### src/verilog/obj_dma_pkg.sv
// shared types and constants for the sprite list DMA, its object RAM and its sprite table
`default_nettype none

package obj_dma_pkg;

    // default pixel timing, in pixels and lines
    localparam int DEF_H_TOTAL = 384;
    localparam int DEF_H_SYNC  = 32;
    localparam int DEF_V_TOTAL = 264;
    localparam int DEF_V_SYNC  = 8;

    // extra enabled cycles in 8-bit bus mode, matches the slower original bus
    localparam int WAIT_CYCLES = 2024;

    typedef logic [15:0] obj_word_t;  // one RAM word
    typedef logic [12:0] src_addr_t;  // word address, 16 KB object RAM
    typedef logic [10:0] tab_addr_t;  // word address, sprite table

    // DMA operating mode
    typedef struct packed {
        logic mode8;   // 8-bit bus speed
        logic k44_en;  // 053244 layout with half table and forward priority
        logic simson;  // priority 0 hides the sprite
    } dma_mode_t;

    // write bus from the DMA into the sprite table
    typedef struct packed {
        logic      weh;   // upper byte lane
        logic      wel;   // lower byte lane
        tab_addr_t addr;
        obj_word_t din;
    } tab_wr_t;

    // DMA phases
    typedef enum logic [1:0] {
        st_idle,
        st_clear,
        st_wait,
        st_copy
    } dma_state_t;

endpackage

`default_nettype wire
### src/verilog/obj_dma.sv
// sprite list DMA that clears the table and copies visible entries by priority slot
`timescale 1ns/10ps
`default_nettype none

module obj_dma import obj_dma_pkg::*; (
    input  logic      clk,
    input  logic      rst,
    input  logic      pxl2_cen,
    input  logic      hs,
    input  logic      vs,
    input  logic      dma_en,    // run on frame start
    input  logic      dma_trig,  // one clk request
    input  dma_mode_t mode,
    output src_addr_t src_addr,
    input  obj_word_t src_data,  // mem[src_addr] at each enabled cycle
    output tab_wr_t   tab_wr,
    output logic      dma_bsy,
    output logic      flicker
);

    dma_state_t state;
    dma_mode_t  mode_q;       // mode held for the whole run
    tab_addr_t  cnt;          // clear address, then wait count
    logic       hsl;          // hs one enabled cycle ago
    logic       vs_l;         // vs sampled on last hs rise
    logic       hs_pos;
    logic       frame_start;
    logic       start;
    logic       trig_pend;
    logic       drain;        // last word read, final write pending
    logic       wr_pend;      // buffered word to write this cycle
    logic       buf_ok;       // current entry is visible
    logic [7:0] buf_slot;     // table slot of current entry
    logic [2:0] buf_word;
    obj_word_t  buf_d;
    logic [7:0] slot_nx;
    logic       visible;
    logic       last_entry;
    logic       clr_last;
    logic       tab_we;

    assign hs_pos      = hs & ~hsl;
    assign frame_start = hs_pos & vs_l & ~vs;  // vs went 1 to 0 between hs rises
    assign start       = (state == st_idle) & (frame_start | trig_pend);

    // 053246 reverses priority within each half, 053244 keeps it and uses half the table
    assign slot_nx = mode_q.k44_en ? {1'b0, src_data[6:0]} : {src_data[7], ~src_data[6:0]};
    assign visible = src_data[15] & ((src_data[7:0] != 8'd0) | ~mode_q.simson);

    assign last_entry = mode_q.k44_en ? (src_addr[9:3] == 7'h7f) : (src_addr[10:3] == 8'hff);
    assign clr_last   = mode_q.k44_en ? (cnt[9:0] == 10'h3ff) : (cnt == 11'h7ff);

    // table write bus, one byte lane per enabled cycle picked by addr bit 0
    always_comb begin
        if (state == st_clear) begin
            tab_wr.addr = cnt;
            tab_wr.din  = '0;
            tab_we      = pxl2_cen;
        end else begin
            tab_wr.addr = {buf_slot, buf_word};
            tab_wr.din  = buf_d;
            tab_we      = pxl2_cen & wr_pend & buf_ok;
        end
        tab_wr.wel = tab_we & ~tab_wr.addr[0];
        tab_wr.weh = tab_we &  tab_wr.addr[0];
    end

    // trigger stays pending until a run takes it
    always_ff @(posedge clk or posedge rst) begin
        if (rst) begin
            trig_pend <= 1'b0;
        end else begin
            if (pxl2_cen && start) trig_pend <= 1'b0;
            if (dma_trig)          trig_pend <= 1'b1;
        end
    end

    always_ff @(posedge clk or posedge rst) begin
        if (rst) begin
            state    <= st_idle;
            mode_q   <= '0;
            cnt      <= '0;
            src_addr <= '0;
            hsl      <= 1'b0;
            vs_l     <= 1'b0;
            dma_bsy  <= 1'b0;
            flicker  <= 1'b0;
            drain    <= 1'b0;
            wr_pend  <= 1'b0;
            buf_ok   <= 1'b0;
            buf_slot <= '0;
            buf_word <= '0;
        end else if (pxl2_cen) begin
            hsl     <= hs;
            wr_pend <= 1'b0;
            if (hs_pos) vs_l <= vs;
            if (start && frame_start) flicker <= ~flicker;  // even with dma_en low
            case (state)
                st_idle: begin
                    cnt      <= '0;
                    src_addr <= '0;  // entry 0 word 0 is ready when copy begins
                    drain    <= 1'b0;
                    if (start && (dma_en || trig_pend)) begin
                        state   <= st_clear;
                        mode_q  <= mode;
                        dma_bsy <= 1'b1;
                    end
                end
                st_clear: begin
                    cnt <= cnt + 11'd1;
                    if (clr_last) begin
                        cnt   <= '0;
                        state <= (mode_q.mode8 && !mode_q.k44_en) ? st_wait : st_copy;
                    end
                end
                st_wait: begin
                    cnt <= cnt + 11'd1;
                    if (cnt == tab_addr_t'(WAIT_CYCLES - 1)) state <= st_copy;
                end
                st_copy: begin
                    if (!drain) begin
                        buf_word <= src_addr[2:0];
                        wr_pend  <= 1'b1;          // written next enabled cycle
                        if (src_addr[2:0] == 3'd0) begin
                            buf_slot <= slot_nx;   // word 0 holds priority and enable
                            buf_ok   <= visible;
                        end
                        if (src_addr[2:0] == 3'd6) begin
                            src_addr <= src_addr + 13'd2;  // word 7 unused
                            drain    <= last_entry;
                        end else begin
                            src_addr <= src_addr + 13'd1;
                        end
                    end else begin
                        state   <= st_idle;
                        dma_bsy <= 1'b0;  // last word written this cycle
                    end
                end
                default: state <= st_idle;
            endcase
        end
    end

    // copy data buffer
    always_ff @(posedge clk) begin
        if (pxl2_cen && state == st_copy && !drain) begin
            buf_d <= src_data;
        end
    end

    // no table writes once a run has finished
    a_wr_in_run: assert property (
        @(posedge clk) disable iff (rst)
        (tab_wr.weh || tab_wr.wel) |-> (dma_bsy || state == st_clear)
    ) else $error("sprite table write outside a DMA run");

    a_one_lane: assert property (
        @(posedge clk) disable iff (rst) !(tab_wr.weh && tab_wr.wel)
    ) else $error("both table byte lanes written at once");

endmodule

`default_nettype wire

### config.mk
export PLATFORM = sky130hd
export DESIGN_NAME = obj_dma
export DESIGN_NICKNAME = d
export VERILOG_FILES = /design/src/verilog/obj_dma_pkg.sv /design/src/verilog/obj_dma.sv
export SDC_FILE = /design/constraint.sdc
export NUM_CORES = 1
export LEC_CHECK = 0
export ABC_AREA = 1
export ABC_CLOCK_PERIOD_IN_PS = 1900
export BUFFER_PORTS_ARGS = -buffer_cell sky130_fd_sc_hd__buf_2
export CAP_MARGIN = 20
export CORE_MARGIN = 5
export CORE_UTILIZATION = 30
export DETAILED_ROUTE_END_ITERATION = 8
export PLACE_DENSITY_LB_ADDON = 0.08
export RECOVER_POWER = 100
export SYNTH_ARGS = -nofsm -noshare
export SYNTH_HDL_FRONTEND = slang
export SYNTH_SLANG_ARGS = --single-unit
### constraint.sdc
create_clock -name clk -period 1.9 [get_ports clk]
set_clock_uncertainty 0.15 [all_clocks]
set_input_delay 0.095 -clock clk [delete_from_list [all_inputs] [get_ports clk]]
set_output_delay 0.095 -clock clk [all_outputs]
set_load 0.01 [all_outputs]
## After elaboration in Yosys (flattened, before gate mapping)

Index checks and enable logic that the tools add are counted.

| storage, ports and cells | value |
|---|---|
| flip-flop bits (word level) | 64 |
| bits in latches | 0 |
| memory bits (writable) | 0 |
| bits in read-only memories | 0 |
| input port bits | 26 |
| output and inout port bits | 44 |
| word-level logic and storage cells | 103 |
| memories | 0 |

| operators by class | value |
|---|---|
| add/subtract/negate cells | 3 |
| multiply operators | 0 |
| div/mod/pow operators | 0 |
| $lt $le $gt $ge | 0 |
| eq/ne operators | 14 |
| shift-type cells | 0 |
| mux-type cells | 26 |
| bitwise gates (word level) | 18 |
| reduce and logical (&&, ||, !) cells | 25 |

Operators by type and width:

| operator | count |
|---|---|
| case mux 11 bit (3 select lines) | 1 |
| 2-to-1 mux 27 bit | 1 |
| 2-to-1 mux 13 bit | 2 |
| case mux 13 bit (2 select lines) | 1 |
| equality test 11 bit (second input constant) | 2 |
| adder 13 x 1 -> 13 bit (second input constant) | 1 |
| adder 13 x 2 -> 13 bit (second input constant) | 1 |
| 2-to-1 mux 1 bit | 12 |
| adder 11 x 1 -> 11 bit (second input constant) | 1 |
| 2-to-1 mux 11 bit | 1 |
| equality test 10 bit (second input constant) | 1 |
| bitwise AND 1 bit | 9 |
| AND reduction 3 bit | 3 |
| equality test 8 bit (second input constant) | 1 |
| 2-to-1 mux 2 bit | 4 |
| 2-to-1 mux 8 bit | 1 |
| != test 2 bit (second input constant) | 4 |
| case mux 2 bit (4 select lines) | 1 |
| AND reduction 2 bit | 4 |
| AND reduction 4 bit | 2 |
| nonzero test 8 bit | 1 |
| equality test 7 bit (second input constant) | 1 |
| inverter 7 bit | 1 |
| logical AND 1 bit | 6 |
| other kinds (14) | 24 |

## Depth between registers and ports, before layout

| logic depth | value |
|---|---|
| depth after elaboration | 9 |
| mapped depth | 11 |
| gate-level depth less buffers | 11 |

## Worst setup path before layout

Ideal clock, no wire load.

| timing path | value |
|---|---|
| path type | flip-flop to flip-flop |
| from | register state[0] |
| to | register buf_d[0] (enable) |
| library setup time | 0.364 ns |
| data arrival time | 1.260 ns |
| required time | 1.386 ns |
| path slack | 0.126 ns |
| stages on the path, launching flop included | 5 |
| buffers on the path | 1 |
| period minus slack after synthesis | 1.774 ns |
| cells stage by stage | dfrtp_1 > ha_1 > nand3_2 > buf_4 > inv_1 |

| between the ends | value |
|---|---|
| longest elaborated chain between the ends | 3 |

Ends and longest elaborated chain:

| element | line | RTL |
|---|---|---|
| start, declared | obj_dma.sv:21 | `dma_state_t state;` |
| start signal, assigned | obj_dma.sv:80 | `state <= st_idle;` |
| start signal, assigned | obj_dma.sv:104 | `state <= st_clear;` |
| start signal, assigned | obj_dma.sv:113 | `state <= (mode_q.mode8 && !mode_q.k44_en) ? st_wait : st_copy;` |
| equality test 2 bit | obj_dma.sv:146 | `if (pxl2_cen && state == st_copy && !drain) begin` |
| logical AND 1 bit (2 in a row) | obj_dma.sv:146 |  |
| end signal, assigned | obj_dma.sv:147 | `buf_d <= src_data;` |
| end, declared | obj_dma.sv:35 | `obj_word_t buf_d;` |

No other way between the ends.
A chain may end at the register's enable or synchronous reset.

==> reports/qor.yml <==
sta:
  finalHoldViolCount: 0
  fmax_mhz: 539
  tightest_slew_ns: 0.620
  rsz0062_at_grt: "true"
  drv_slew: 0
  fin_crit_ns: 1.85
  finalSetupTns_ns: 0
  hold_ws_ns: 0.0567
  slew_headroom_pct: 58.6
  min_period_over_period_pct: 97.6
  setup_viol: 0
  layout_setup_ws_ns: 0.0463
logic_synthesis:
  yosys_warnings: 0
  synthAdderAreaFrac_pct: 3.68
  syn_nets: 459
  ys_ff_latch: 64
  synthMuxAreaShare_pct: 0.332
  synth_simple_gate_area_share_pct: 25.9
  ys_seq_area_share_pct: 49.5
  synth_top_family_by_area: "simple AND/OR/NAND/NOR gates"
  synth_area_um2: 3400
  synth_compound_area_share_pct: 7.96
  ys_types: 31
  synth_cells: 423
  synth_xor_area_share_pct: 3.61
  syn_avg_cell_area_um2: 8.03
worst_setup_path:
  crit_fanout: 7
  worstPathRequired_ns: 1.65
  max_stage_delay_ns: 0.42
  end_kind: "primary output"
  crit_chain: "inv_2 > ha_4 > mux2_2 > buf_2"
  startpoint_type: "flop"
  critPathSlowestCell: "dfrtp_1"
  worstSetupPathType: "reg -> out"
  cp.arrival_ns: 1.61
detailed_routing:
  drtPass1Iterations: 4
  dr.first_iter.drc_count: 122
  vias: 3123
  viasPerCell: 4.53
  ant_nets: 0
  drc: 0
  routedWlPerCell_um: 13.4
  routed_wl_mm: 9.26
place:
  numPortBuffers: 69
  routabilityCongestion: 0.862
  hpwlAfterDp_mm: 6.82
  preCtsSetupSlack_ns: 0.0820
flow_run:
  max_cap_viol_count: 0
clocking:
  cts_root_buf: "clkbuf_16"
  htreeDepth: 3
  clock_latency_ns: 0.33
  tritoncts: "yes"
  cts_made_buffers: 9
  clk_pin_slew_ns: 0.06
  clockBufferDepth: 2
  cts_num_sinks: 64
global_routing:
  grt_pass1_wl_mm: 15.5
  grt_overflow: 0
  grt_pass1_vias: 3146
  antenna_found_initial: 0
  grt_usage_pct: 14.9
  grt_max_degree: 35
floorplanning:
  std_cell_rows: 38
  die_h_um: 116
  fp.dieW_um: 116
  io_pins: 70
  dieArea_um2: 13500
  start_util_pct: 30.9
  core-area_um2: 11000
layout:
  fill_cells: 1143
  drive_gt1_share_pct: 18.4
  final_cell_mix: "nand2_1 (92), inv_1 (66), nor2_1 (66)"
  layout_commonest_cell: "nand2_1"
  nets: 580
  antenna_cells: 0
  area_growth_pct: 36.6
power_and_ir_drop:
  total_power_mw: 5.80
  p_leak_nw: 2.23
  powerDensity_nw_per_um2: 1250
  ir_worst_vdd_uv: 430
run_status:
  status: "completed"
hold_path:
  hold_class: "in -> reg"
[final timing paths]
kind / cells after the start / slack [ns] / start / to
min in group asynchronous: 3 / 0.23 / rst / src_addr[9]
max: 4 / 0.05 / state[1] / tab_wr[17]
min reg2reg: 2 / 0.33 / mode_q[2] / mode_q[2]
max in group asynchronous: 4 / 0.39 / rst / buf_slot[2]
max reg2reg: 8 / 0.15 / state[1] / cnt[4]
min: 5 / 0.06 / dma_en / mode_q[2]
[per-stage QoR]
stage / utilization, % / std cells / cell area, µm²
3_5_place_dp: 37.1 / 643 / 4070
5_1_grt: 42.2 / 689 / 4640
6_report: 42.2 / 689 / 4640
3_3_place_gp: 37.1 / 643 / 4070
4_1_cts: 42.2 / 684 / 4630
2_1_floorplan: - / 423 / 3400
[report_power, final]
part	switching, mW	total [mW]	internal, mW	leakage (nW)
registers	0.137	1.84	1.70	0.775
logic	1.37	2.30	0.933	1.32
clock network	0.639	1.65	1.01	0.139
[synthesized netlist by cell type]
cell type / count / share of area, %
nand3b_1: 2 / 0.44
nor3_1: 4 / 0.59
clkbuf_2: 1 / 0.15
buf_2: 1 / 0.15
nand2_4: 1 / 0.33
dfrtp_1: 48 / 35
edfxtp_1: 16 / 14
nand3_2: 1 / 0.29
nor2_1: 69 / 7.6
clkbuf_1: 6 / 0.66
o2111ai_1: 1 / 0.26
xnor2_1: 11 / 2.8
o221ai_1: 1 / 0.26
xor2_1: 3 / 0.77
o21ai_0: 34 / 5.0
a21oi_1: 7 / 1.0
nor3b_4: 1 / 0.55
inv_2: 1 / 0.11
nand4_1: 9 / 1.7
buf_4: 1 / 0.22
o21bai_1: 2 / 0.44
nor3b_1: 1 / 0.22
o2bb2ai_1: 1 / 0.26
mux2_2: 1 / 0.33
nand2_1: 96 / 11
nand3_1: 24 / 3.5
buf_6: 1 / 0.33
inv_1: 67 / 7.4
a21oi_4: 1 / 0.48
ha_1: 10 / 3.7
o211ai_1: 1 / 0.22
[registers in the layout, indices dropped and copies added (netlist names), 2 cells and up]
register / cells
state: 2
buf_d: 16
buf_word: 3
buf_slot: 8
src_addr: 13
mode_q: 3
cnt: 11
[critical path: cells and delay by family (launching register included)]
| kind | cells | cell delay [ns] |
|---|---|---|
| flops | 1 | 0.42 |
| fa+ha+maj | 1 | 0.20 |
| mux | 1 | 0.39 |
| buf+inv | 2 | 0.26 |
[per-layer routing]
metal  vias to the layer above  GRT usage (%)  wire [µm]
met1                      1474           17.5       3990
li1                       1579              -          -
met4                         0           5.57        189
met5                         -              0          0
met2                        58           26.0       4680
met3                        12           3.89        405
[final cells by class]
type	count	area [µm²]	share of cell area (%)
inverters	68	255	5.50
clock buffers	9	225	4.86
clock inverters	7	71.3	1.54
repair buffers	119	778	16.8
well taps	140	175	3.78
flip-flops and latches	64	1680	36.3
multi-input cells	282	1450	31.3
[cell families (layout without fill, tap and decap cells)]
group	after synthesis	in the layout
xor gates and xnor gates	14	14
adders and majority gates	10	10
buffers and inverters	78	203
muxes	1	1
DFF	64	64
AOI/OAI and AO/OA	48	48
and+or+nand+nor	208	209
[repair_timing]
item                                   CTS  global route
setup endpoints to repair               24            17
pin swaps                                0             2
hold buffers                            25             0
resized for setup                        3            16
endpoints found under the hold margin   80             0
cloned                                   0             1
setup buffers                            0             4
Power figures use the tool's default switching activity.
