**config.mk**
```make
export PLATFORM = sky130hd
export DESIGN_NAME = obj_video_timing
export DESIGN_NICKNAME = d
export VERILOG_FILES = /design/src/verilog/obj_dma_pkg.sv /design/src/verilog/obj_video_timing.sv
export SDC_FILE = /design/constraint.sdc
export NUM_CORES = 1
export LEC_CHECK = 0
export BUFFER_PORTS_ARGS = -buffer_cell sky130_fd_sc_hd__buf_2
export CAP_MARGIN = 10
export CELL_PAD_IN_SITES_DETAIL_PLACEMENT = 0
export CELL_PAD_IN_SITES_GLOBAL_PLACEMENT = 1
export CORE_MARGIN = 3
export CORE_UTILIZATION = 38
export DETAILED_ROUTE_END_ITERATION = 12
export GPL_ROUTABILITY_DRIVEN = 1
export GPL_TIMING_DRIVEN = 1
export PLACE_DENSITY_LB_ADDON = 0.1
export SLEW_MARGIN = 10
export SYNTH_ARGS = -nofsm -noshare
export SYNTH_HDL_FRONTEND = slang
export SYNTH_SLANG_ARGS = --single-unit
```
**constraint.sdc**
```tcl
create_clock -name clk -period 2.45 [get_ports clk]
set_input_delay 0.1225 -clock clk [delete_from_list [all_inputs] [get_ports clk]]
set_output_delay 0.1225 -clock clk [all_outputs]
set_load 0.1 [all_outputs]
```
**src/verilog/obj_dma_pkg.sv**
```systemverilog
// shared types and constants for the sprite list DMA, its object RAM and its sprite table
`default_nettype none

package obj_dma_pkg;

    // default pixel timing, in pixels and lines
    localparam int DEF_H_TOTAL = 384;
    localparam int DEF_H_SYNC  = 32;
    localparam int DEF_V_TOTAL = 264;
    localparam int DEF_V_SYNC  = 8;

    // extra enabled cycles in 8-bit bus mode, matches the slower original bus
    localparam int WAIT_CYCLES = 2024;

    typedef logic [15:0] obj_word_t;  // one RAM word
    typedef logic [12:0] src_addr_t;  // word address, 16 KB object RAM
    typedef logic [10:0] tab_addr_t;  // word address, sprite table

    // DMA operating mode
    typedef struct packed {
        logic mode8;   // 8-bit bus speed
        logic k44_en;  // 053244 layout with half table and forward priority
        logic simson;  // priority 0 hides the sprite
    } dma_mode_t;

    // write bus from the DMA into the sprite table
    typedef struct packed {
        logic      weh;   // upper byte lane
        logic      wel;   // lower byte lane
        tab_addr_t addr;
        obj_word_t din;
    } tab_wr_t;

    // DMA phases
    typedef enum logic [1:0] {
        st_idle,
        st_clear,
        st_wait,
        st_copy
    } dma_state_t;

endpackage

`default_nettype wire
```
**src/verilog/obj_video_timing.sv**
```systemverilog
// video timing generator with pixel clock enable and hs/vs sync levels
`timescale 1ns/10ps
`default_nettype none

module obj_video_timing import obj_dma_pkg::*; #(
    parameter int H_TOTAL = DEF_H_TOTAL,  // pixels per line
    parameter int H_SYNC  = DEF_H_SYNC,   // hs width in pixels
    parameter int V_TOTAL = DEF_V_TOTAL,  // lines per frame
    parameter int V_SYNC  = DEF_V_SYNC    // vs width in lines
) (
    input  logic clk,
    input  logic rst,
    output logic pxl2_cen,  // every second clk
    output logic hs,
    output logic vs
);

    localparam int HW = $clog2(H_TOTAL);
    localparam int VW = $clog2(V_TOTAL);

    localparam logic [HW-1:0] H_LAST  = HW'(H_TOTAL - 1);
    localparam logic [HW-1:0] H_START = HW'(H_TOTAL - H_SYNC);  // first hs pixel
    localparam logic [VW-1:0] V_LAST  = VW'(V_TOTAL - 1);
    localparam logic [VW-1:0] V_START = VW'(V_TOTAL - V_SYNC);  // first vs line

    logic [HW-1:0] hcnt;  // pixel in line
    logic [VW-1:0] vcnt;  // line in frame

    // clk divided by two
    always_ff @(posedge clk or posedge rst) begin
        if (rst) begin
            pxl2_cen <= 1'b0;
        end else begin
            pxl2_cen <= ~pxl2_cen;
        end
    end

    // counters step on pixel enable only
    always_ff @(posedge clk or posedge rst) begin
        if (rst) begin
            hcnt <= '0;
            vcnt <= '0;
        end else if (pxl2_cen) begin
            if (hcnt == H_LAST) begin
                hcnt <= '0;
                if (vcnt == V_LAST) begin
                    vcnt <= '0;  // new frame
                end else begin
                    vcnt <= vcnt + 1'b1;
                end
            end else begin
                hcnt <= hcnt + 1'b1;
            end
        end
    end

    // sync levels at the end of line and frame, one pixel behind the counters
    always_ff @(posedge clk or posedge rst) begin
        if (rst) begin
            hs <= 1'b0;
            vs <= 1'b0;
        end else if (pxl2_cen) begin
            hs <= hcnt >= H_START;
            vs <= vcnt >= V_START;
        end
    end

endmodule

`default_nettype wire

```
Yosys cells after proc, flatten, opt, wreduce, memory -nomap -nowiden
Index checks and enable logic that the tools add are counted.
Storage, ports and cells
  bits in read-only memories: 0
  input port bits: 2
  memories: 0
  bits in registers: 21
  word-level logic and storage cells: 15
  latch bits: 0
  bits in writable memories: 0
Cells by class
  shifts and indexed selects: 0
  $mul: 0
  mux-type cells: 2
  $lt $le $gt $ge: 2
  $add $sub $neg: 2
  equality and inequality tests: 2
  reduce and logical (&&, ||, !) cells: 1
  divide/modulo/power cells: 0
  bitwise operators: 1
Operator list (count)
  $add A9 B1 Y9 const B: 2
  $eq A9 B9 Y1 const B: 2
  $ge A9 B9 Y1 const B: 2
  $mux W9: 2
  $reduce_and A2 Y1: 1
  $not A1 Y1: 1

Logic depth before layout (Yosys ltp)
Gate-level depths: netlist of the first run.
  depth in word-level cells: 2
  depth in mapped cells: 6
  depth with buffers taken out: 5

Worst setup path after synthesis of the first run
OpenSTA, ideal clock, no wires.
  kind: register -> register
  from: register pxl2_cen
  to: register vcnt[8]
  required time: 2.381 ns
  buffers on the path: 1
  arrival time: 2.249 ns
  stages on the path, launching flop included: 6
  path slack: 0.132 ns
  clock period less this slack: 2.318 ns
  cells stage by stage: dfrtp_1 -> nand4_2 -> or3_1 -> clkbuf_2 -> or4_1 -> nand3_1
Between the ends
  word-level cells in the longest chain between the ends: 1
Ends and longest elaborated chain
  start, declared: line obj_video_timing.sv:13  | output logic pxl2_cen,
  start signal, assigned: line obj_video_timing.sv:34  | pxl2_cen <= ~pxl2_cen;
  $reduce_and A2 Y1 (no line)
  end signal, assigned: line obj_video_timing.sv:49  | vcnt <= vcnt + 1'b1;
  end, declared: line obj_video_timing.sv:27  | logic [VW-1:0] vcnt;
Every way passes these cells.
A chain may end at the register's enable or synchronous reset.

Final worst setup path of the first run
Same ends and word-level chain as after synthesis.

==> results, run 1 <==
- The via density per instance is 5.06.
- Setup repair after global routing left no endpoint under its margin.
- At the end of routability-driven placement, the weighted congestion stood at 0.749.
- The Yosys step of the flow raised 0 warnings.
- The leftover overflow at the end of global routing is 0.
- The maximum number of buffers from clock root to sink is 2.
- The class of the tightest hold or removal check is input pin to asynchronous set/reset pin.
- The number of placement rows is 18.
- At the worst endpoint, the required time is 2.71 ns.
- The total of buffers placed on input and output ports is 4.
- STA classifies the critical path startpoint as a flop.
- In the final layout, flip-flops and latches occupy 526 um^2.
- Sequential cells were found to cover 51.3% of the synthesized design area.
- The number of global-route vias before repair was 702.
- The cell leakage power is 0.488 nW.
- The via count is 714.
- Leaving out fill and tap cells, the most frequent cell in the layout is sky130_fd_sc_hd__dfrtp_1.
- Along the worst path, the maximum fanout reaches 12.
- The number of DRC violations after detailed-routing iteration 0 is 8.
- The final-report max-slew violation count was 0.
- The slew at the pin closest to its max-slew limit is 0.785 ns.
- Once detailed placement completed, the half-perimeter wirelength came to 1260 um.
- In this run the number of H-tree levels came out at 1.
- In this run the cell area of the synthesized design comes to 0.00102 mm^2.
- Summing all multi-input logic gate instances after layout gives 450 um^2.
- The register bit total from synthesis is 21.
- The average routed wire per standard cell is 12.4 um.
- Setup violations remaining at the end of the flow were counted as 0.
- In this run the critical register-to-register path is launched from pxl2_cen$_DFF_PP0_.
- After synthesis, the netlist uses 29 different library cells.
- Once the clock tree was built, the setup fixing pass inserted 0 buffers.
- The hold violation total from the final report is 0.
- After detailed routing, the number of remaining DRC violations is 0.
- The net count of the mapped netlist is 109.
- The initial core utilization is 40.6%.
- In this run the count of I/O pins placed on the die edge is 5.
- The global-route total usage across every layer is 12.4%.
- The critical register-to-register path endpoint is vcnt[8]$_DFFE_PP0P_.
- TritonCTS built the clock tree.
- The worst path arrival time is 2.18 ns.
- The overall routed net length is 1750 um.
- The area share of the largest cell type after synthesis is 51.3%.
- In the final layout, the share of cells above drive strength 1 is 12.6%.
- The die outline height is 57.9 um.
- The maximum number of pins on one net before global-route repair is 22.
- The maximum VDD drop is 0.000239 V.
- The filler cell count is 244.
- The antenna violation net count after detailed routing is 0.
- The first global-routing pass estimated 3220 um of wire.
- The core region is 0.00252 mm^2.
- A synthesized cell averages 9.94 um^2.
- The clock arrives with 0.0219 ns of skew.
- The initial antenna violation count came to 0.
- The growth of design area from synthesis to finish is 9.05%.
- The number of clock buffers added by TritonCTS is 3.
- The top cell types in the final layout, fill and taps aside, are sky130_fd_sc_hd__dfrtp_1 (21), sky130_fd_sc_hd__nand2_1 (12), sky130_fd_sc_hd__inv_1 (10).
- The remaining max-slew budget at the tightest pin is 47.6%.
- The clock latency at the later pin of the worst-skew pair is 0.31 ns.
- The setup slack of the most critical reg-to-reg path is 0.53 ns.
- The cell count after synthesis came out at 103.
- Setup total negative slack on the finished layout was measured at 0 ns.
- The clock-pin slew reported for the worst setup and hold paths after clock tree synthesis is 0.13 ns.
- The worst path needs 1.92 ns of the cycle, external delays included.
- Dividing total power by cell area gives a power density of 465 mW/mm^2.
- The share of the clock period used by the worst path after layout is 78.2%.
- Max-cap violations in this run came to 0.
- The area of the die is 0.00335 mm^2.
- For this run, the detailed router's first-pass iteration total came to 4.
- The synthesized design spends more area on one cell type than any other, namely sky130_fd_sc_hd__dfrtp_1.
- Measured in cells, the most critical reg-to-reg path has a length of 4.
- The total inserted antenna cells is 0.
- The flow ran to the end, and the final reports show no timing, DRC or antenna violations.
- Sorting the synthesized cells by area gives the leading types as sky130_fd_sc_hd__dfrtp_1 (51%), sky130_fd_sc_hd__xnor2_1 (5.1%), sky130_fd_sc_hd__ha_1 (4.9%).
- The clock root buffer is sky130_fd_sc_hd__clkbuf_4.
- The net count reported at finish is 118.
- The CTS sink count is 21.
- The critical path is of the flop to flop type.
- The die is 57.9 um wide.
- The number of gates resized after CTS was 0.
- Measured on the finished design, the core utilization comes to 44.2%.
- The completed layout was analyzed and its total power is 0.519 mW.
- STA classifies the critical path endpoint as a flop.
- Timing would allow up to 522 MHz.
==> layer usage <==
metal / GRT usage [%] / share of wire, %
met1: 18.2 / 54
met2: 17.6 / 40
met3: 4.90 / 4.2
met4: 1.99 / 1.0
met5: 0 / 0
==> stage by stage <==
stage	instances	setup WS, ns	cell area [um^2]	hold WS [ns]
after detailed placement	136	0.517	1080	0.309
after floorplan	103	0.132	1020	0.0990
after global placement	136	0.583	1080	0.317
after global routing	141	0.361	1120	0.537
final	141	0.535	1120	0.476
after CTS	141	0.518	1120	0.501
==> flip-flops by register name, summed over array words and instances (netlist names) <==
signal,cells
hs,1
vcnt,9
pxl2_cen,1
vs,1
hcnt,9
==> worst max path at each step <==
stage	start	to	slack, ns	cells past startpoint
after floorplan	pxl2_cen$_DFF_PP0_	vcnt[8]$_DFFE_PP0P_	0.13	5
after global placement	pxl2_cen$_DFF_PP0_	vcnt[8]$_DFFE_PP0P_	0.58	4
after detailed placement	pxl2_cen$_DFF_PP0_	vcnt[8]$_DFFE_PP0P_	0.52	4
after CTS	pxl2_cen$_DFF_PP0_	vcnt[8]$_DFFE_PP0P_	0.52	4
after global routing	pxl2_cen$_DFF_PP0_	vcnt[8]$_DFFE_PP0P_	0.36	4
final	pxl2_cen$_DFF_PP0_	vcnt[8]$_DFFE_PP0P_	0.53	4
==> critical path, stage by stage (launching register included) <==
cell and delay [ns]:
sky130_fd_sc_hd__dfrtp_1 0.58, sky130_fd_sc_hd__nand4_2 0.18, sky130_fd_sc_hd__or3_1 0.50, sky130_fd_sc_hd__or4_1 0.53, sky130_fd_sc_hd__nand3_1 0.09
==> final cells by class <==
cell class	instances	area share [%]
timing repair buffer	6	3.36
inverter	10	3.36
clock inverter	1	0.448
sequential	21	47.1
tap	30	3.36
clock buffer	3	2.02
multi-input combinational	70	40.4
==> cells in the mapped netlist <==
library cell	number
sky130_fd_sc_hd__dfrtp_1	21
sky130_fd_sc_hd__or3_2	1
sky130_fd_sc_hd__o22ai_1	2
sky130_fd_sc_hd__o21ai_0	7
sky130_fd_sc_hd__nor4_1	1
sky130_fd_sc_hd__xnor2_1	6
sky130_fd_sc_hd__nand4b_1	2
sky130_fd_sc_hd__inv_1	10
sky130_fd_sc_hd__nand2_1	12
sky130_fd_sc_hd__buf_2	1
sky130_fd_sc_hd__nor2_1	3
sky130_fd_sc_hd__and2_1	1
sky130_fd_sc_hd__or4b_2	1
sky130_fd_sc_hd__o211ai_1	1
sky130_fd_sc_hd__nor3_1	3
sky130_fd_sc_hd__mux2_2	1
sky130_fd_sc_hd__or4_1	1
sky130_fd_sc_hd__nand4_2	1
sky130_fd_sc_hd__nand4_1	4
sky130_fd_sc_hd__a21oi_1	3
sky130_fd_sc_hd__xor2_1	3
sky130_fd_sc_hd__o31ai_1	1
sky130_fd_sc_hd__or2_2	1
sky130_fd_sc_hd__nand3_1	5
sky130_fd_sc_hd__nand2b_1	2
sky130_fd_sc_hd__ha_1	4
sky130_fd_sc_hd__or3_1	2
sky130_fd_sc_hd__and3_1	2
sky130_fd_sc_hd__clkbuf_2	1
==> cell families after synthesis <==
family / share of synthesized area (%)
AOI/OAI and AO/OA: 7.58
xor gates and xnor gates: 7.70
adders and majority gates: 4.89
buffers and inverters: 4.64
DFF: 51.3
muxes: 1.10
and+or+nand+nor: 22.7
==> repair_timing <==
action,4_1_cts,5_1_grt
endpoints found under the setup margin,0,0
hold buffers,1,0
hold endpoints to repair,21,0
==> report_power, final <==
group	total, mW	internal, mW	switching (mW)
Sequential	0.346	0.346	0
Clock	0.164	0.0610	0.103
Combinational	0.00839	0.00167	0.00672
(Power assumes the default switching activity.)
==> run 2: changes to the inputs <==
==> constraint.sdc (replaced) <==
create_clock -name clk -period 1.75 [get_ports clk]
set_input_delay 0.0875 -clock clk [delete_from_list [all_inputs] [get_ports clk]]
set_output_delay 0.0875 -clock clk [all_outputs]
set_load 0.1 [all_outputs]
==> run 2 against run 1 <==
Effect of this change:
- non-clock buffer count rose by 5
- worst setup slack got worse by 0.39 ns
- clock skew fell by 0.021 ns
- clock power rose by 35%
- first-iteration DRC count rose to 3.1 times the previous value
- final cell count rose by 3.5%
- largest cell class unchanged
==> results, run 2 (same netlist as run 1, synthesis figures left out) <==
- The slew at the pin closest to its max-slew limit is 0.475 ns (was 0.785 ns).
- The required time of the critical path came to 1.99 ns (was 2.71 ns).
- Run status: completed (unchanged).
- Commonest cells after routing, fill and taps aside: sky130_fd_sc_hd__dfrtp_1 (20), sky130_fd_sc_hd__nand2_1 (11), sky130_fd_sc_hd__inv_1 (10) (was sky130_fd_sc_hd__dfrtp_1 (21), sky130_fd_sc_hd__nand2_1 (12), sky130_fd_sc_hd__inv_1 (10)).
- The maximum number of buffers from clock root to sink is 2 (unchanged).
- The class of the tightest hold or removal check is input pin to asynchronous set/reset pin (unchanged).
- The final-report max-slew violation count is 0 (unchanged).
- The growth of design area from synthesis to finish is 14.9% (was 9.05%).
- The startpoint-to-endpoint class of the critical path is flop to flop (unchanged).
- The hold violation total from the final report came to 0 (unchanged).
- The global routing's busiest layer is met1 (unchanged).
- The net count reported at finish was 123 (was 118).
- The area of the die is 0.00335 mm^2 (unchanged).
- The via count came to 728 (was 714).
- The average routed wire per standard cell is 12.1 um (was 12.4 um).
- The total inserted antenna cells was 0 (unchanged).
- The power density over the cells came to 613 mW/mm^2 (was 465 mW/mm^2).
- The number of H-tree levels came to 1 (unchanged).
- The number of DRC violations after detailed-routing iteration 0 is 25 (was 8).
- The leftover overflow at the end of global routing is 0 (unchanged).
- The clock-pin slew reported for the worst setup and hold paths after clock tree synthesis is 0.10 ns (was 0.13 ns).
- The internal portion of total power is 0.577 mW (was 0.409 mW).
- The number of placement rows came to 18 (unchanged).
- The CTS sink count is 21 (unchanged).
- The area after detailed placement came to 0.00114 mm^2 (was 0.00108 mm^2).
- The number of violations of the max-capacitance limit was 0 (unchanged).
- The met2 usage in global routing is 16.9% (was 17.6%).
- The total power is 0.721 mW (was 0.519 mW).
- The die outline height is 57.9 um (unchanged).
- The clock root buffer is sky130_fd_sc_hd__clkbuf_4 (unchanged).
- The sequential share of power is 67.3% (was 66.7%).
- The initial core utilization is 40.6% (unchanged).
- The number of iterations in the first detailed-routing pass is 4 (unchanged).
- The setup slack of the most critical reg-to-reg path was 0.15 ns (was 0.53 ns).
- The number of global-route vias before repair is 673 (was 702).
- The total DRC errors in the routed layout is 0 (unchanged).
- The final total negative setup slack is 0 ns (unchanged).
- The power share of the clock group is 30.8% (was 31.7%).
- The clock latency at the later pin of the worst-skew pair is 0.29 ns (was 0.31 ns).
- The final design utilization is 46.6% (was 44.2%).
- The global-route wire length before repair was 3040 um (was 3220 um).
- The filler cell count is 245 (was 244).
- The HPWL reported at the end of detailed placement is 1310 um (was 1260 um).
- The capturing element type of the critical path is a flop (unchanged).
- The proportion of layout cells with a drive suffix above 1 was 18.1% (was 12.6%).
- The die width is 57.9 um (unchanged).
- Largest registers: hcnt: 9 flops, vcnt: 9 flops (unchanged).
- The maximum number of pins on one net before global-route repair is 13 (was 22).
- The total of buffers placed on input and output ports is 4 (unchanged).
- The share of power burned in combinational logic came to 1.9% (was 1.6%).
- The number of gates resized after CTS is 0 (unchanged).
- The cell area after layout is 0.00118 mm^2 (was 0.00112 mm^2).
- The top-level I/O count came to 5 (unchanged).
- The core outline area came to 0.00252 mm^2 (unchanged).
- The TritonCTS clock tree was done (unchanged).
- The remaining max-slew budget at the tightest pin came to 68.3% (was 47.6%).
- The sort of element at the start of the critical path is a flop (unchanged).
- The worst path arrival time is 1.84 ns (was 2.18 ns).
- The final setup violation count is 0 (unchanged).
- The global placement routability congestion came to 0.746 (was 0.749).
- Unrepaired setup endpoints after global routing: no (unchanged).
- The post-CTS setup buffer count is 0 (unchanged).
- The critical-path maximum fanout was 5 (was 12).
- The clock period minus worst slack is 1.60 ns (was 1.92 ns).
- The maximum clock rate is 624 MHz (was 522 MHz).
- The met3 demand-to-capacity share in global routing is 4.68% (was 4.90%).
- The global-route total usage across every layer is 12.3% (was 12.4%).
- The final setup skew is 0.000732 ns (was 0.0219 ns).
- The via density per instance is 4.99 (was 5.06).
- The switching share of total power is 19.9% (was 21.2%).
- The number of buffers created by CTS is 3 (unchanged).
- The setup slack after layout is 0.149 ns (was 0.535 ns).
- The maximum VDD drop is 0.000410 V (was 0.000239 V).
- The initial antenna violation count is 0 (unchanged).
- The most common cell after layout, fill and taps aside is sky130_fd_sc_hd__dfrtp_1 (unchanged).
- The post-placement worst setup slack is 0.174 ns (was 0.517 ns).
- The antenna violation net count after detailed routing is 0 (unchanged).
- The met1 track demand over resource in global routing is 18.1% (was 18.2%).
- The switching component of the power came to 0.143 mW (was 0.110 mW).
- The overall routed net length came to 1770 um (was 1750 um).
- The cell leakage power is 0.511 nW (was 0.488 nW).
- The share of the clock period used by the worst path after layout came to 91.5% (was 78.2%).
-- run 2: cell types whose count changed in the layout (fill, tap and decap cells not counted), sizes merged --
cell    change
clkbuf      +1
clkinv      -1
buf         +5
-- run 2: path summary, 6_finish.rpt --
path                                             to  cells after the start                start
worst max register to register  vcnt[8]$_DFFE_PP0P_                      4  hcnt[4]$_DFFE_PP0P_
min in group clk                vcnt[2]$_DFFE_PP0P_                      1  vcnt[2]$_DFFE_PP0P_
worst min-delay path            hcnt[5]$_DFFE_PP0P_                      3                  rst
max in group asynchronous            vs$_DFFE_PP0P_                      4                  rst
worst min register to register  vcnt[2]$_DFFE_PP0P_                      1  vcnt[2]$_DFFE_PP0P_
worst max-delay path            vcnt[8]$_DFFE_PP0P_                      4  hcnt[4]$_DFFE_PP0P_
-- run 2: cell type report --
| type | instances | area (um^2) | area share (%) |
|---|---|---|---|
| clock buffers | 4 | 26.3 | 2.23 |
| inverters | 10 | 37.5 | 3.19 |
| multi-input cells | 70 | 470 | 40.0 |
| flip-flops and latches | 21 | 529 | 45.0 |
| well taps | 30 | 37.5 | 3.19 |
| repair buffers | 11 | 75.1 | 6.38 |
-- run 2: critical path, cell delays in order (launching register included) --
cell	delay, ns
sky130_fd_sc_hd__dfrtp_1	0.47
sky130_fd_sc_hd__nand4_4	0.15
sky130_fd_sc_hd__or3_1	0.43
sky130_fd_sc_hd__or4_1	0.40
sky130_fd_sc_hd__nand3_1	0.09
-- run 2: metrics by stage --
step	instances	hold WS, ns
2_1_floorplan	103	0.0640
3_3_place_gp	141	0.113
3_5_place_dp	141	0.121
4_1_cts	146	0.342
5_1_grt	146	0.339
6_report	146	0.332
-- run 2: per-layer routing --
metal	up-vias	part of all wire (%)
met1	337	55
li1	377	-
met5	-	0
met3	2	3.8
met2	12	40
met4	0	0.85
-- run 2: what timing repair did --
action / 4_1_cts / 5_1_grt
hold endpoints to repair: 11 / 0
setup endpoints to repair: 0 / 0
hold buffers: 1 / 0
-- run 2: power by group through the flow --
stage | sequential (mW) | combinational (mW) | clock [mW]
after CTS | 0.485 | 0.0149 | 0.240
final | 0.485 | 0.0139 | 0.222
after floorplan | 0.494 | 0.00726 | 0
after global placement | 0.494 | 0.0130 | 0
after detailed placement | 0.494 | 0.0130 | 0
after global routing | 0.485 | 0.0161 | 0.262
==> run 3: changes to the inputs <==
--- a/config.mk
+++ b/config.mk
@@ -11,11 +11,12 @@
 export CELL_PAD_IN_SITES_GLOBAL_PLACEMENT = 1
 export CORE_MARGIN = 3
 export CORE_UTILIZATION = 38
+export CTS_BUF_LIST = sky130_fd_sc_hd__clkbuf_4 sky130_fd_sc_hd__clkbuf_8
 export DETAILED_ROUTE_END_ITERATION = 12
 export GPL_ROUTABILITY_DRIVEN = 1
-export GPL_TIMING_DRIVEN = 1
+export GPL_TIMING_DRIVEN = 0
 export PLACE_DENSITY_LB_ADDON = 0.1
-export SLEW_MARGIN = 10
+export SLEW_MARGIN = 20
 export SYNTH_ARGS = -nofsm -noshare
 export SYNTH_HDL_FRONTEND = slang
 export SYNTH_SLANG_ARGS = --single-unit
==> run 3 against run 2 <==
Effect of this change:
- total power grew 3.4%
- critical path depth grew 1
- cell area grew 2.0%
- clock-buffer cell count is the same
- clock power grew 12%
- flip-flop and latch count is the same
- largest power group unchanged
- clock skew grew 0.0076 ns
- critical endpoint is now vcnt[3]$_DFFE_PP0P_
- routed wire length grew 4.4%
- via count shrank 0.96%
- largest cell class unchanged
==> results, run 3 (same netlist as run 1, synthesis figures left out) <==
- The critical register-to-register path endpoint was vcnt[3]$_DFFE_PP0P_ (was vcnt[8]$_DFFE_PP0P_).
- The total met2 wirelength after detailed routing is 779 um (was 708 um).
- The share of the clock period used by the worst path after layout is 95.1% (was 91.5%).
- The worst reg2reg path depth is 5 (was 4).
- The number of iterations in the first detailed-routing pass was 4 (unchanged).
- The number of placement rows is 18 (unchanged).
- The number of violations of the max-capacitance limit was 0 (unchanged).
- List of cells traversed by the critical path: nand4b_1 -> buf_4 -> nor3_4 -> nand2_1 -> o31ai_1 (was nand4_4 -> or3_1 -> or4_1 -> nand3_1).
- The leftover overflow at the end of global routing was 0 (unchanged).
- The remaining max-slew budget at the tightest pin is 46.1% (was 68.3%).
- The sequential share of power is 65.0% (was 67.3%).
- The class of the tightest hold or removal check is input pin to asynchronous set/reset pin (unchanged).
- The power density over the cells is 621 mW/mm^2 (was 613 mW/mm^2).
- The clock-pin slew reported for the worst setup and hold paths after clock tree synthesis is 0.12 ns (was 0.10 ns).
- The top-level I/O count came to 5 (unchanged).
- The overall routed net length is 1840 um (was 1770 um).
- The via density per instance came to 5.01 (was 4.99).
- The total placed cells including tap cells is 137 (was 141).
- The maximum VDD drop is 0.000510 V (was 0.000410 V).
- Largest registers: hcnt: 9 flops, vcnt: 9 flops (unchanged).
- The number of DRC violations after detailed-routing iteration 0 is 19 (was 25).
- The cell leakage power is 0.519 nW (was 0.511 nW).
- The HPWL reported at the end of detailed placement is 1270 um (was 1310 um).
- The core outline area is 0.00252 mm^2 (unchanged).
- The worst-path cell with the longest stage delay is sky130_fd_sc_hd__dfrtp_1 (unchanged).
- The total inserted antenna cells is 0 (unchanged).
- The number of H-tree levels came to 1 (unchanged).
- The number of standard cells in the final layout excluding fillers is 144 (was 146).
- The final setup skew is 0.00829 ns (was 0.000732 ns).
- The setup slack of the most critical reg-to-reg path is 0.09 ns (was 0.15 ns).
- The capturing element type of the critical path is a flop (unchanged).
- Commonest cells after routing, fill and taps aside: sky130_fd_sc_hd__dfrtp_1 (18), sky130_fd_sc_hd__nand2_1 (11), sky130_fd_sc_hd__inv_1 (10) (was sky130_fd_sc_hd__dfrtp_1 (20), sky130_fd_sc_hd__nand2_1 (11), sky130_fd_sc_hd__inv_1 (10)).
- The clock root buffer was sky130_fd_sc_hd__clkbuf_4 (unchanged).
- The total power came to 0.746 mW (was 0.721 mW).
- The switching share of total power is 20.6% (was 19.9%).
- The maximum clock rate was 601 MHz (was 624 MHz).
- The routed length on met1 is 976 um (was 974 um).
- The global-route total usage across every layer was 13.1% (was 12.3%).
- The die outline height is 57.9 um (unchanged).
- The net count reported at finish was 121 (was 123).
- The clock latency at the later pin of the worst-skew pair was 0.30 ns (was 0.29 ns).
- The hold violation total from the final report is 0 (unchanged).
- Run status: completed (unchanged).
- The initial core utilization is 40.6% (unchanged).
- The final setup violation count is 0 (unchanged).
- The proportion of layout cells with a drive suffix above 1 came to 21.9% (was 18.1%).
- The maximum number of buffers from clock root to sink is 2 (unchanged).
- The most common cell after layout, fill and taps aside is sky130_fd_sc_hd__dfrtp_1 (unchanged).
- The startpoint-to-endpoint class of the critical path is flop to flop (unchanged).
- The share of power burned in combinational logic is 1.6% (was 1.9%).
- The routed length on met3 was 71 um (was 67 um).
- The final total negative setup slack is 0 ns (unchanged).
- The final-report max-slew violation count is 0 (unchanged).
- The cell area after layout is 0.00120 mm^2 (was 0.00118 mm^2).
- The clock period minus worst slack is 1.66 ns (was 1.60 ns).
- The biggest cell delay along the critical path is 0.43 ns (was 0.47 ns).
- The required time of the critical path was 1.97 ns (was 1.99 ns).
- Unrepaired setup endpoints after global routing: yes (was no).
- The slew at the pin closest to its max-slew limit was 0.807 ns (was 0.475 ns).
- The area of the die came to 0.00335 mm^2 (unchanged).
- The sort of element at the start of the critical path is a flop (unchanged).
- The number of global-route vias before repair was 734 (was 673).
- The growth of design area from synthesis to finish came to 17.2% (was 14.9%).
- The total DRC errors in the routed layout came to 0 (unchanged).
- The area after detailed placement came to 0.00111 mm^2 (was 0.00114 mm^2).
- The die width is 57.9 um (unchanged).
- The TritonCTS clock tree was done (unchanged).
- The via count is 721 (was 728).
- The worst path arrival time is 1.89 ns (was 1.84 ns).
- The maximum number of pins on one net before global-route repair came to 22 (was 13).
- The worst flop-to-flop path startpoint was hcnt[7]$_DFFE_PP0P_ (was hcnt[4]$_DFFE_PP0P_).
- The switching component of the power is 0.154 mW (was 0.143 mW).
- The internal portion of total power is 0.592 mW (was 0.577 mW).
- The initial antenna violation count is 0 (unchanged).
- The power share of the clock group is 33.3% (was 30.8%).
- The hold slack is 0.462 ns (was 0.332 ns).
- The number of buffers created by CTS was 3 (unchanged).
- The total of buffers placed on input and output ports is 4 (unchanged).
- The global placement routability congestion came to 0.775 (was 0.746).
- The global-route wire length before repair was 3380 um (was 3040 um).
- The critical-path maximum fanout is 9 (was 5).
- The average routed wire per standard cell is 12.8 um (was 12.1 um).
- The CTS sink count is 21 (unchanged).
- The antenna violation net count after detailed routing is 0 (unchanged).
- The top routing layer in use is met4 (unchanged).
==> run 3: layer usage <==
layer	up-vias	global-route usage (%)
met5	-	0
met4	0	2.98
met3	2	4.01
met2	11	19.0
met1	334	19.1
li1	374	-
==> run 3: worst max-delay path by stage <==
stage	start	endpoint	slack (ns)
floorplan	pxl2_cen$_DFF_PP0_	vcnt[3]$_DFFE_PP0P_	-0.07
global placement	hcnt[0]$_DFFE_PP0P_	vcnt[3]$_DFFE_PP0P_	-0.41
detailed placement	hcnt[0]$_DFFE_PP0P_	vcnt[3]$_DFFE_PP0P_	-0.46
CTS	hcnt[0]$_DFFE_PP0P_	vcnt[3]$_DFFE_PP0P_	-0.0004
global route	hcnt[7]$_DFFE_PP0P_	vcnt[3]$_DFFE_PP0P_	-0.03
finish	hcnt[7]$_DFFE_PP0P_	vcnt[3]$_DFFE_PP0P_	0.09
==> run 3: area by class of cell <==
class	instances	area [um^2]
inverter	10	37.5
timing repair buffer	8	52.6
buffer	1	11.3
tap	30	37.5
fill	247	1320
sequential	21	532
clock buffer	4	30.0
multi-input combinational	70	499
==> run 3: through the flow <==
step / util, % / setup WS (ns)
final: 47.6 / 0.0853
after floorplan: - / -0.0730
after CTS: 46.5 / -0.000402
after global routing: 47.6 / -0.0284
after detailed placement: 44.0 / -0.462
after global placement: 44.0 / -0.413
==> run 3: power by group through the flow <==
| stage | Sequential, mW | Combinational [mW] | Clock (mW) |
|---|---|---|---|
| after floorplan | 0.494 | 0.00726 | 0 |
| after global placement | 0.494 | 0.0113 | 0 |
| after detailed placement | 0.494 | 0.0114 | 0 |
| after CTS | 0.485 | 0.0131 | 0.262 |
| after global routing | 0.485 | 0.0140 | 0.276 |
| final | 0.485 | 0.0120 | 0.249 |
==> run 3: critical path: cells and delay by family, from the launching register on <==
kind | cells | cell delay [ns]
simple gates | 3 | 0.73
flops | 1 | 0.43
buf+inv | 1 | 0.17
compound gates | 1 | 0.25
==> run 3: timing repair <==
| item | 4_1_cts | 5_1_grt |
|---|---|---|
| hold buffers | 1 | 0 |
| pin swaps | 0 | 0 |
| hold endpoints to repair | 21 | 0 |
| gates resized for setup | 2 | 5 |
| buffers inserted | 2 | 1 |
| endpoints found under the setup margin | 13 | 7 |
